**src/rtl/rename_config.svh**
```systemverilog
`ifndef RENAME_CONFIG_SVH
`define RENAME_CONFIG_SVH

// Reorder buffer entries, any depth above one
`define ROB_DEPTH 8

// Architectural registers seen by software
`define ARCH_REGS 8

// Physical registers, always more than ARCH_REGS
`define PHYS_REGS 32

`endif

```
**src/rtl/rename_pkg.sv**
```systemverilog
`include "rename_config.svh"

package rename_pkg;

	// Physical register number
	typedef logic [$clog2(`PHYS_REGS)-1:0] phys_tag_t;

	// Architectural register number
	typedef logic [$clog2(`ARCH_REGS)-1:0] arch_reg_t;

	// Index into the reorder buffer
	typedef logic [$clog2(`ROB_DEPTH)-1:0] rob_idx_t;

	// Occupancy count, holds 0 up to ROB_DEPTH
	typedef logic [$clog2(`ROB_DEPTH+1)-1:0] rob_cnt_t;

	// Reorder buffer entry state
	typedef enum logic [1:0] {
		EMPTY,
		WAITING, // Renamed, result not yet on the bus
		DONE     // Result seen, ready to retire
	} rob_state_e;

endpackage

```
**src/rtl/free_list.sv**
```systemverilog
`timescale 1ns/1ps
`include "rename_config.svh"

module free_list
	import rename_pkg::*;
(
	input  logic      clock,
	input  logic      arst_n,
	input  logic      alloc_en,        // Accepted dispatch takes alloc_tag
	input  logic      retire_en,
	input  phys_tag_t retire_tag,      // Now committed, used in the retired state
	input  phys_tag_t retire_free_tag, // Old mapping, released
	input  logic      flush,
	output phys_tag_t alloc_tag,
	output logic      free_empty
);

	// Tags below ARCH_REGS hold the initial identity mapping
	localparam logic [`PHYS_REGS-1:0] RESET_FREE =
		{{(`PHYS_REGS-`ARCH_REGS){1'b1}}, {`ARCH_REGS{1'b0}}};

	logic [`PHYS_REGS-1:0] spec_free; // 1 = free, speculative view
	logic [`PHYS_REGS-1:0] ret_free;  // 1 = free, retired view
	logic [`PHYS_REGS-1:0] spec_next;
	logic [`PHYS_REGS-1:0] ret_next;

	// Lowest free tag wins
	always_comb begin
		alloc_tag = '0;
		for (int i = `PHYS_REGS-1; i >= 0; i--) begin
			if (spec_free[i])
				alloc_tag = phys_tag_t'(i);
		end
	end

	assign free_empty = ~|spec_free;

	// Retired view changes only at retirement
	always_comb begin
		ret_next = ret_free;
		if (retire_en) begin
			ret_next[retire_free_tag] = 1'b1;
			ret_next[retire_tag]      = 1'b0;
		end
	end

	always_comb begin
		spec_next = spec_free;
		if (retire_en)
			spec_next[retire_free_tag] = 1'b1;
		if (alloc_en)
			spec_next[alloc_tag] = 1'b0;
		// Flush restores the retired view, including a retirement in this cycle
		if (flush)
			spec_next = ret_next;
	end

	always_ff @(posedge clock or negedge arst_n) begin
		if (!arst_n) begin
			spec_free <= RESET_FREE;
			ret_free  <= RESET_FREE;
		end else begin
			spec_free <= spec_next;
			ret_free  <= ret_next;
		end
	end

endmodule

```
**src/rtl/map_table.sv**
```systemverilog
`timescale 1ns/1ps
`include "rename_config.svh"

module map_table
	import rename_pkg::*;
(
	input  logic                       clock,
	input  logic                       arst_n,
	input  logic                       write_en,    // Accepted dispatch
	input  arch_reg_t                  dest,
	input  phys_tag_t                  new_tag,
	input  logic                       flush,
	input  phys_tag_t [`ARCH_REGS-1:0] restore_map, // Committed map from arch_map
	output phys_tag_t                  old_tag
);

	phys_tag_t [`ARCH_REGS-1:0] map_q;

	// Current mapping of the destination, before this rename
	assign old_tag = map_q[dest];

	always_ff @(posedge clock or negedge arst_n) begin
		if (!arst_n) begin
			// Register r starts in tag r
			for (int i = 0; i < `ARCH_REGS; i++)
				map_q[i] <= phys_tag_t'(i);
		end else if (flush) begin
			map_q <= restore_map; // Drop all speculative renames
		end else if (write_en) begin
			map_q[dest] <= new_tag;
		end
	end

endmodule

```
**src/rtl/rob_cam.sv**
```systemverilog
`timescale 1ns/1ps
`include "rename_config.svh"

module rob_cam
	import rename_pkg::*;
(
	input  logic                        cdb_valid,
	input  phys_tag_t                   cdb_tag,
	input  phys_tag_t  [`ROB_DEPTH-1:0] entry_tags,
	input  rob_state_e [`ROB_DEPTH-1:0] entry_states,
	output logic       [`ROB_DEPTH-1:0] hit
);

	// Only waiting entries can match, so stale tags in EMPTY or DONE slots are ignored
	always_comb begin
		hit = '0;
		if (cdb_valid) begin
			for (int i = 0; i < `ROB_DEPTH; i++)
				hit[i] = (entry_states[i] == WAITING) && (entry_tags[i] == cdb_tag);
		end
	end

endmodule

```
**src/rtl/rob.sv**
```systemverilog
`timescale 1ns/1ps
`include "rename_config.svh"

module rob
	import rename_pkg::*;
(
	input  logic      clock,
	input  logic      arst_n,
	input  logic      dispatch_en,   // Already qualified by the stall
	input  arch_reg_t dispatch_dest,
	input  phys_tag_t new_tag,
	input  phys_tag_t old_tag,
	input  logic      cdb_valid,
	input  phys_tag_t cdb_tag,
	input  logic      flush,
	output logic      rob_full,
	output logic      retire_valid,
	output arch_reg_t retire_dest,
	output phys_tag_t retire_tag,
	output phys_tag_t retire_free_tag,
	output rob_cnt_t  rob_free_entries
);

	// Entry payload
	arch_reg_t  [`ROB_DEPTH-1:0] dest_q;
	phys_tag_t  [`ROB_DEPTH-1:0] new_tag_q;
	phys_tag_t  [`ROB_DEPTH-1:0] old_tag_q;

	// Entry control
	rob_state_e [`ROB_DEPTH-1:0] state_q;
	rob_idx_t                    head;  // Oldest entry
	rob_idx_t                    tail;  // Next free slot
	rob_cnt_t                    count;

	logic       [`ROB_DEPTH-1:0] hit;

	// Wraps at ROB_DEPTH, which need not be a power of two
	function automatic rob_idx_t next_idx(input rob_idx_t idx);
		return (idx == rob_idx_t'(`ROB_DEPTH-1)) ? '0 : idx + 1'b1;
	endfunction

	rob_cam u_cam (
		.cdb_valid    (cdb_valid),
		.cdb_tag      (cdb_tag),
		.entry_tags   (new_tag_q),
		.entry_states (state_q),
		.hit          (hit)
	);

	assign rob_full         = (count == rob_cnt_t'(`ROB_DEPTH));
	assign rob_free_entries = rob_cnt_t'(`ROB_DEPTH) - count;

	// Head retires in the same cycle it is seen DONE
	assign retire_valid    = (state_q[head] == DONE);
	assign retire_dest     = dest_q[head];
	assign retire_tag      = new_tag_q[head];
	assign retire_free_tag = old_tag_q[head];

	always_ff @(posedge clock) begin
		if (dispatch_en) begin
			dest_q[tail]    <= dispatch_dest;
			new_tag_q[tail] <= new_tag;
			old_tag_q[tail] <= old_tag;
		end
	end

	always_ff @(posedge clock or negedge arst_n) begin
		if (!arst_n) begin
			for (int i = 0; i < `ROB_DEPTH; i++)
				state_q[i] <= EMPTY;
			head  <= '0;
			tail  <= '0;
			count <= '0;
		end else if (flush) begin
			// Mispredict empties the whole buffer
			for (int i = 0; i < `ROB_DEPTH; i++)
				state_q[i] <= EMPTY;
			head  <= '0;
			tail  <= '0;
			count <= '0;
		end else begin
			// Completion marking
			for (int i = 0; i < `ROB_DEPTH; i++) begin
				if (hit[i])
					state_q[i] <= DONE;
			end

			if (retire_valid) begin
				state_q[head] <= EMPTY;
				head          <= next_idx(head);
			end

			// Tail slot is EMPTY here, never a CAM hit
			if (dispatch_en) begin
				state_q[tail] <= WAITING;
				tail          <= next_idx(tail);
			end

			unique case ({dispatch_en, retire_valid})
				2'b10:   count <= count + 1'b1;
				2'b01:   count <= count - 1'b1;
				default: count <= count; // Both or neither
			endcase
		end
	end

endmodule

```
**src/rtl/arch_map.sv**
```systemverilog
`timescale 1ns/1ps
`include "rename_config.svh"

module arch_map
	import rename_pkg::*;
(
	input  logic                       clock,
	input  logic                       arst_n,
	input  logic                       retire_en,
	input  arch_reg_t                  retire_dest,
	input  phys_tag_t                  retire_tag,
	output phys_tag_t [`ARCH_REGS-1:0] arch_table
);

	phys_tag_t [`ARCH_REGS-1:0] arch_q; // Committed state after the last edge

	// A retirement in this cycle is forwarded, so a flush at the same edge
	// restores the map with it already applied
	always_comb begin
		arch_table = arch_q;
		if (retire_en)
			arch_table[retire_dest] = retire_tag;
	end

	always_ff @(posedge clock or negedge arst_n) begin
		if (!arst_n) begin
			for (int i = 0; i < `ARCH_REGS; i++)
				arch_q[i] <= phys_tag_t'(i); // Identity map
		end else begin
			arch_q <= arch_table;
		end
	end

endmodule

```
**src/rtl/rename_top.sv**
```systemverilog
`timescale 1ns/1ps
`include "rename_config.svh"

module rename_top
	import rename_pkg::*;
(
	input  logic      clock,
	input  logic      arst_n,
	input  logic      dispatch_en,
	input  arch_reg_t dispatch_dest,
	input  logic      cdb_valid,
	input  phys_tag_t cdb_tag,
	input  logic      flush,
	output logic      dispatch_stall,
	output phys_tag_t dispatch_tag,
	output phys_tag_t dispatch_old_tag,
	output logic      retire_valid,
	output arch_reg_t retire_dest,
	output phys_tag_t retire_tag,
	output phys_tag_t retire_free_tag,
	output rob_cnt_t  rob_free_entries
);

	logic                       free_empty;
	logic                       rob_full;
	logic                       dispatch_ok;
	phys_tag_t [`ARCH_REGS-1:0] arch_table;

	// No free tag or no free entry refuses the dispatch
	assign dispatch_stall = free_empty | rob_full;
	assign dispatch_ok    = dispatch_en & ~dispatch_stall;

	free_list u_free_list (
		.clock           (clock),
		.arst_n          (arst_n),
		.alloc_en        (dispatch_ok),
		.retire_en       (retire_valid),
		.retire_tag      (retire_tag),
		.retire_free_tag (retire_free_tag),
		.flush           (flush),
		.alloc_tag       (dispatch_tag),
		.free_empty      (free_empty)
	);

	map_table u_map_table (
		.clock       (clock),
		.arst_n      (arst_n),
		.write_en    (dispatch_ok),
		.dest        (dispatch_dest),
		.new_tag     (dispatch_tag),
		.flush       (flush),
		.restore_map (arch_table),
		.old_tag     (dispatch_old_tag)
	);

	rob u_rob (
		.clock            (clock),
		.arst_n           (arst_n),
		.dispatch_en      (dispatch_ok),
		.dispatch_dest    (dispatch_dest),
		.new_tag          (dispatch_tag),
		.old_tag          (dispatch_old_tag),
		.cdb_valid        (cdb_valid),
		.cdb_tag          (cdb_tag),
		.flush            (flush),
		.rob_full         (rob_full),
		.retire_valid     (retire_valid),
		.retire_dest      (retire_dest),
		.retire_tag       (retire_tag),
		.retire_free_tag  (retire_free_tag),
		.rob_free_entries (rob_free_entries)
	);

	arch_map u_arch_map (
		.clock       (clock),
		.arst_n      (arst_n),
		.retire_en   (retire_valid),
		.retire_dest (retire_dest),
		.retire_tag  (retire_tag),
		.arch_table  (arch_table)
	);

endmodule

```
**config.mk**
```make
export PLATFORM = sky130hd
export DESIGN_NAME = rename_top
export DESIGN_NICKNAME = d
export VERILOG_FILES = /design/src/rtl/rename_pkg.sv /design/src/rtl/free_list.sv /design/src/rtl/map_table.sv /design/src/rtl/rob_cam.sv /design/src/rtl/rob.sv /design/src/rtl/arch_map.sv /design/src/rtl/rename_top.sv
export VERILOG_INCLUDE_DIRS = /design/src /design/src/rtl
export SDC_FILE = /design/constraint.sdc
export NUM_CORES = 1
export LEC_CHECK = 0
export ABC_AREA = 1
export BUFFER_PORTS_ARGS = -buffer_cell sky130_fd_sc_hd__buf_2
export CORE_MARGIN = 8
export CORE_UTILIZATION = 67
export DETAILED_ROUTE_END_ITERATION = 16
export PLACE_DENSITY = 0.83
export SKIP_CTS_REPAIR_TIMING = 1
export SYNTH_ARGS = -nofsm -noshare
export SYNTH_HDL_FRONTEND = slang
export SYNTH_SLANG_ARGS = --single-unit
```
**constraint.sdc**
```tcl
create_clock -name clock -period 7.6 [get_ports clock]
set_input_delay 0.38 -clock clock [delete_from_list [all_inputs] [get_ports clock]]
set_output_delay 0.38 -clock clock [all_outputs]
set_load 0.01 [all_outputs]
```
==> results.toml <==
[run_status]
status = "finished, violations left"
violations = "hold timing"

[floorplan]
start_util = 0.6778
num_rows = 51
dieArea_um2 = 24290
die_y_um = 155.9
die_w_um = 155.9
io_pins = 42
fp.coreArea_um2 = 19330

[synthesis]
async_flop_share = 0.6204
synth_edf_count = 104
ys_dominant_reg_cell = "edfxtp_1"
ys_warn_count = 0
ys_seq_area_frac = 0.5698
synth_seq_cells = 274
syn_area_um2 = 13110
yosysUniqueCellTypes = 50
avgSynthCellArea_um2 = 9.235
syn_nets = 1440
synthCells = 1419

[timing]
grt_setup_unrepaired = "false"
fin_crit_sh = 0.6259
worstMarginPinSlew_ps = 1184
final.setup.tns_ps = 0
finalSetupViolCount = 0
fmax_mhz = 210.2
hold_slack_ps = -51.97
slew_viol_final = 0
period_needed_ps = 4757
slew_headroom = 0.2105
skew_ps = 15.18
hold_viol = 9

[place]
placed_cell_area_um2 = 13560
hpwl_mm = 23.16
placedCellCount = 1696
place_congestion = 0.9729
io_buffers = 41

[clock_network]
cts_buffer_depth = 3
cts-root-buf = "clkbuf_16"
cts_buffers = 28
clkLatencyLatePin_ps = 540
clkTransAtPathRegs_ps = 60
cts.htree.levels = 1
cts_tree = "done"
clkSinkCount = 274

[power]
p_per_area_nw_per_um2 = 251.6
peakVddDrop_mv = 0.1964
leakagePower_nw = 6.084
finalPower_mw = 3.647

[global_route]
grt_start_max_net_pins = 114
overflow = 0
track_usage = 0.2919
antenna_found_initial = 0
grt_pass1_vias = 10590
grt_first_pass_wirelength_mm = 55.51

[drt]
dr.first_iter.drc_count = 1210
num_vias = 10870
drt-total-wl_mm = 35.39
route.detailed.vias_per_inst = 6.220
route.detailed.drc = 0
firstDrtPassIters = 7
route.antenna.remaining_nets = 0
wire_per_inst_um = 20.25

[final_layout]
layout.cells.non_filler = 1748
postLayoutCoreUtil = 0.7498
layout_commonest_cell = "nand2_1"
multi_input_area_um2 = 4762
antenna_cells = 0
final-seq-area_um2 = 7467
nNetsFinal = 1482
final_cell_mix = "nand2_1 (338), inv_1 (170), nor2_1 (159)"
syn2layout_area_growth_pct = 10.62
drive_gt1_frac = 0.1389
design_area_um2 = 14500
fillCellCount = 1336

[worst_hold_path]
min_path_type = "in2async"

[worst_setup_path]
cp_slowest_cell = "nand2_1"
path_class = "reg2out"
critPathArrivalTime_ps = 4380
critical_path.max_stage_delay_ps = 900
crit_required_ps = 7220
critical_path.max_fanout = 25
cp_common_cell = "nand2_1"
critPathLaunchType = "register"
endpoint_kind = "primary output"

[flow_run]
max-cap-violations = 0
==> area by class of cell <==
type	instances	area share
Inverter	185	0.04808
Tap cell	265	0.02287
Timing Repair Buffer	53	0.02097
Sequential cell	274	0.5151
Clock inverter	14	0.01148
Multi-Input combinational cell	919	0.3285
Clock buffer	38	0.05300
==> stage by stage <==
| step | worst slack [ps] | hold slack (ps) |
|---|---|---|
| final | 2843 | -51.97 |
| after global routing | 2478 | 43.20 |
| after CTS | 2891 | 13.50 |
| after detailed placement | 3484 | 484.2 |
| after floorplan | 4817 | 84.41 |
| after global placement | 3549 | 481.0 |
==> worst paths after layout <==
path	start	end	cells after the start	slack, ps
setup / recovery	u_free_list.spec_free[30]$_DFF_PN1_	dispatch_tag[0]	34	2840
hold / removal	arst_n	u_rob.head[2]$_DFFE_PN0P_	1	-50
setup reg to reg	u_rob.head[0]$_DFFE_PN0P_	u_free_list.spec_free[24]$_DFF_PN1_	15	3570
hold reg to reg	u_arch_map.arch_q[21]$_DFF_PN0_	u_arch_map.arch_q[21]$_DFF_PN0_	2	500
max in group asynchronous	arst_n	u_free_list.spec_free[4]$_DFF_PN0_	2	6280
min in group clock	flush	u_map_table.map_q[32]$_DFFE_PN1P_	3	210
==> cell families after synthesis <==
kind of cell	synth area share
buffers and inverters	0.06683
flip-flops	0.5698
XOR/XNOR	0.01404
adder cells (fa/ha/maj)	0.008211
AND/OR/NAND/NOR	0.2024
AO/OA/AOI/OAI	0.1387
==> worst max-delay path: cells and delay by family (launching register included) <==
| kind | cells | cell delay (ps) |
|---|---|---|
| simple gates | 31 | 2620 |
| buf+inv | 3 | 660 |
| flops | 1 | 550 |
==> state kept, by name, summed over array words and instances, names as in the netlist <==
register	cells
u_rob.state_q	16
u_free_list.ret_free	32
u_map_table.map_q	40
u_rob.old_tag_q	40
u_rob.dest_q	24
u_rob.new_tag_q	40
u_arch_map.arch_q	40
u_free_list.spec_free	32
u_rob.tail	3
u_rob.head	3
u_rob.count	4
==> synth_stat cells, types with 21 or more instances <==
cell type,number,share of area
nor3_1,25,0.0095
edfxtp_1,104,0.24
nand3_1,39,0.015
dfstp_2,72,0.14
clkbuf_1,22,0.0063
a21oi_1,68,0.026
a22o_1,22,0.015
dfrtp_1,98,0.19
nand2_1,338,0.097
a221oi_1,21,0.014
inv_1,170,0.049
o211ai_1,24,0.014
o21ai_0,51,0.019
o22ai_1,26,0.012
nand4_1,28,0.013
nor2_1,159,0.046
==> per-layer routing <==
metal / part of all wire / GRT usage / wire (um)
met5: 0 / 0 / 0
met4: 0.039 / 0.1215 / 1370
met3: 0.10 / 0.05623 / 3704
met2: 0.47 / 0.4766 / 16810
met1: 0.38 / 0.3770 / 13510
==> power breakdown <==
| part | total, mW | switching, mW | internal (mW) | leakage [nW] |
|---|---|---|---|---|
| clock | 1.38 | 0.571 | 0.814 | 0.450 |
| combinational | 0.556 | 0.423 | 0.132 | 2.59 |
| sequential | 1.71 | 0.0456 | 1.66 | 3.04 |
| total | 3.65 | 1.04 | 2.61 | 6.08 |
No activity file was read; power rests on OpenSTA's default activity.
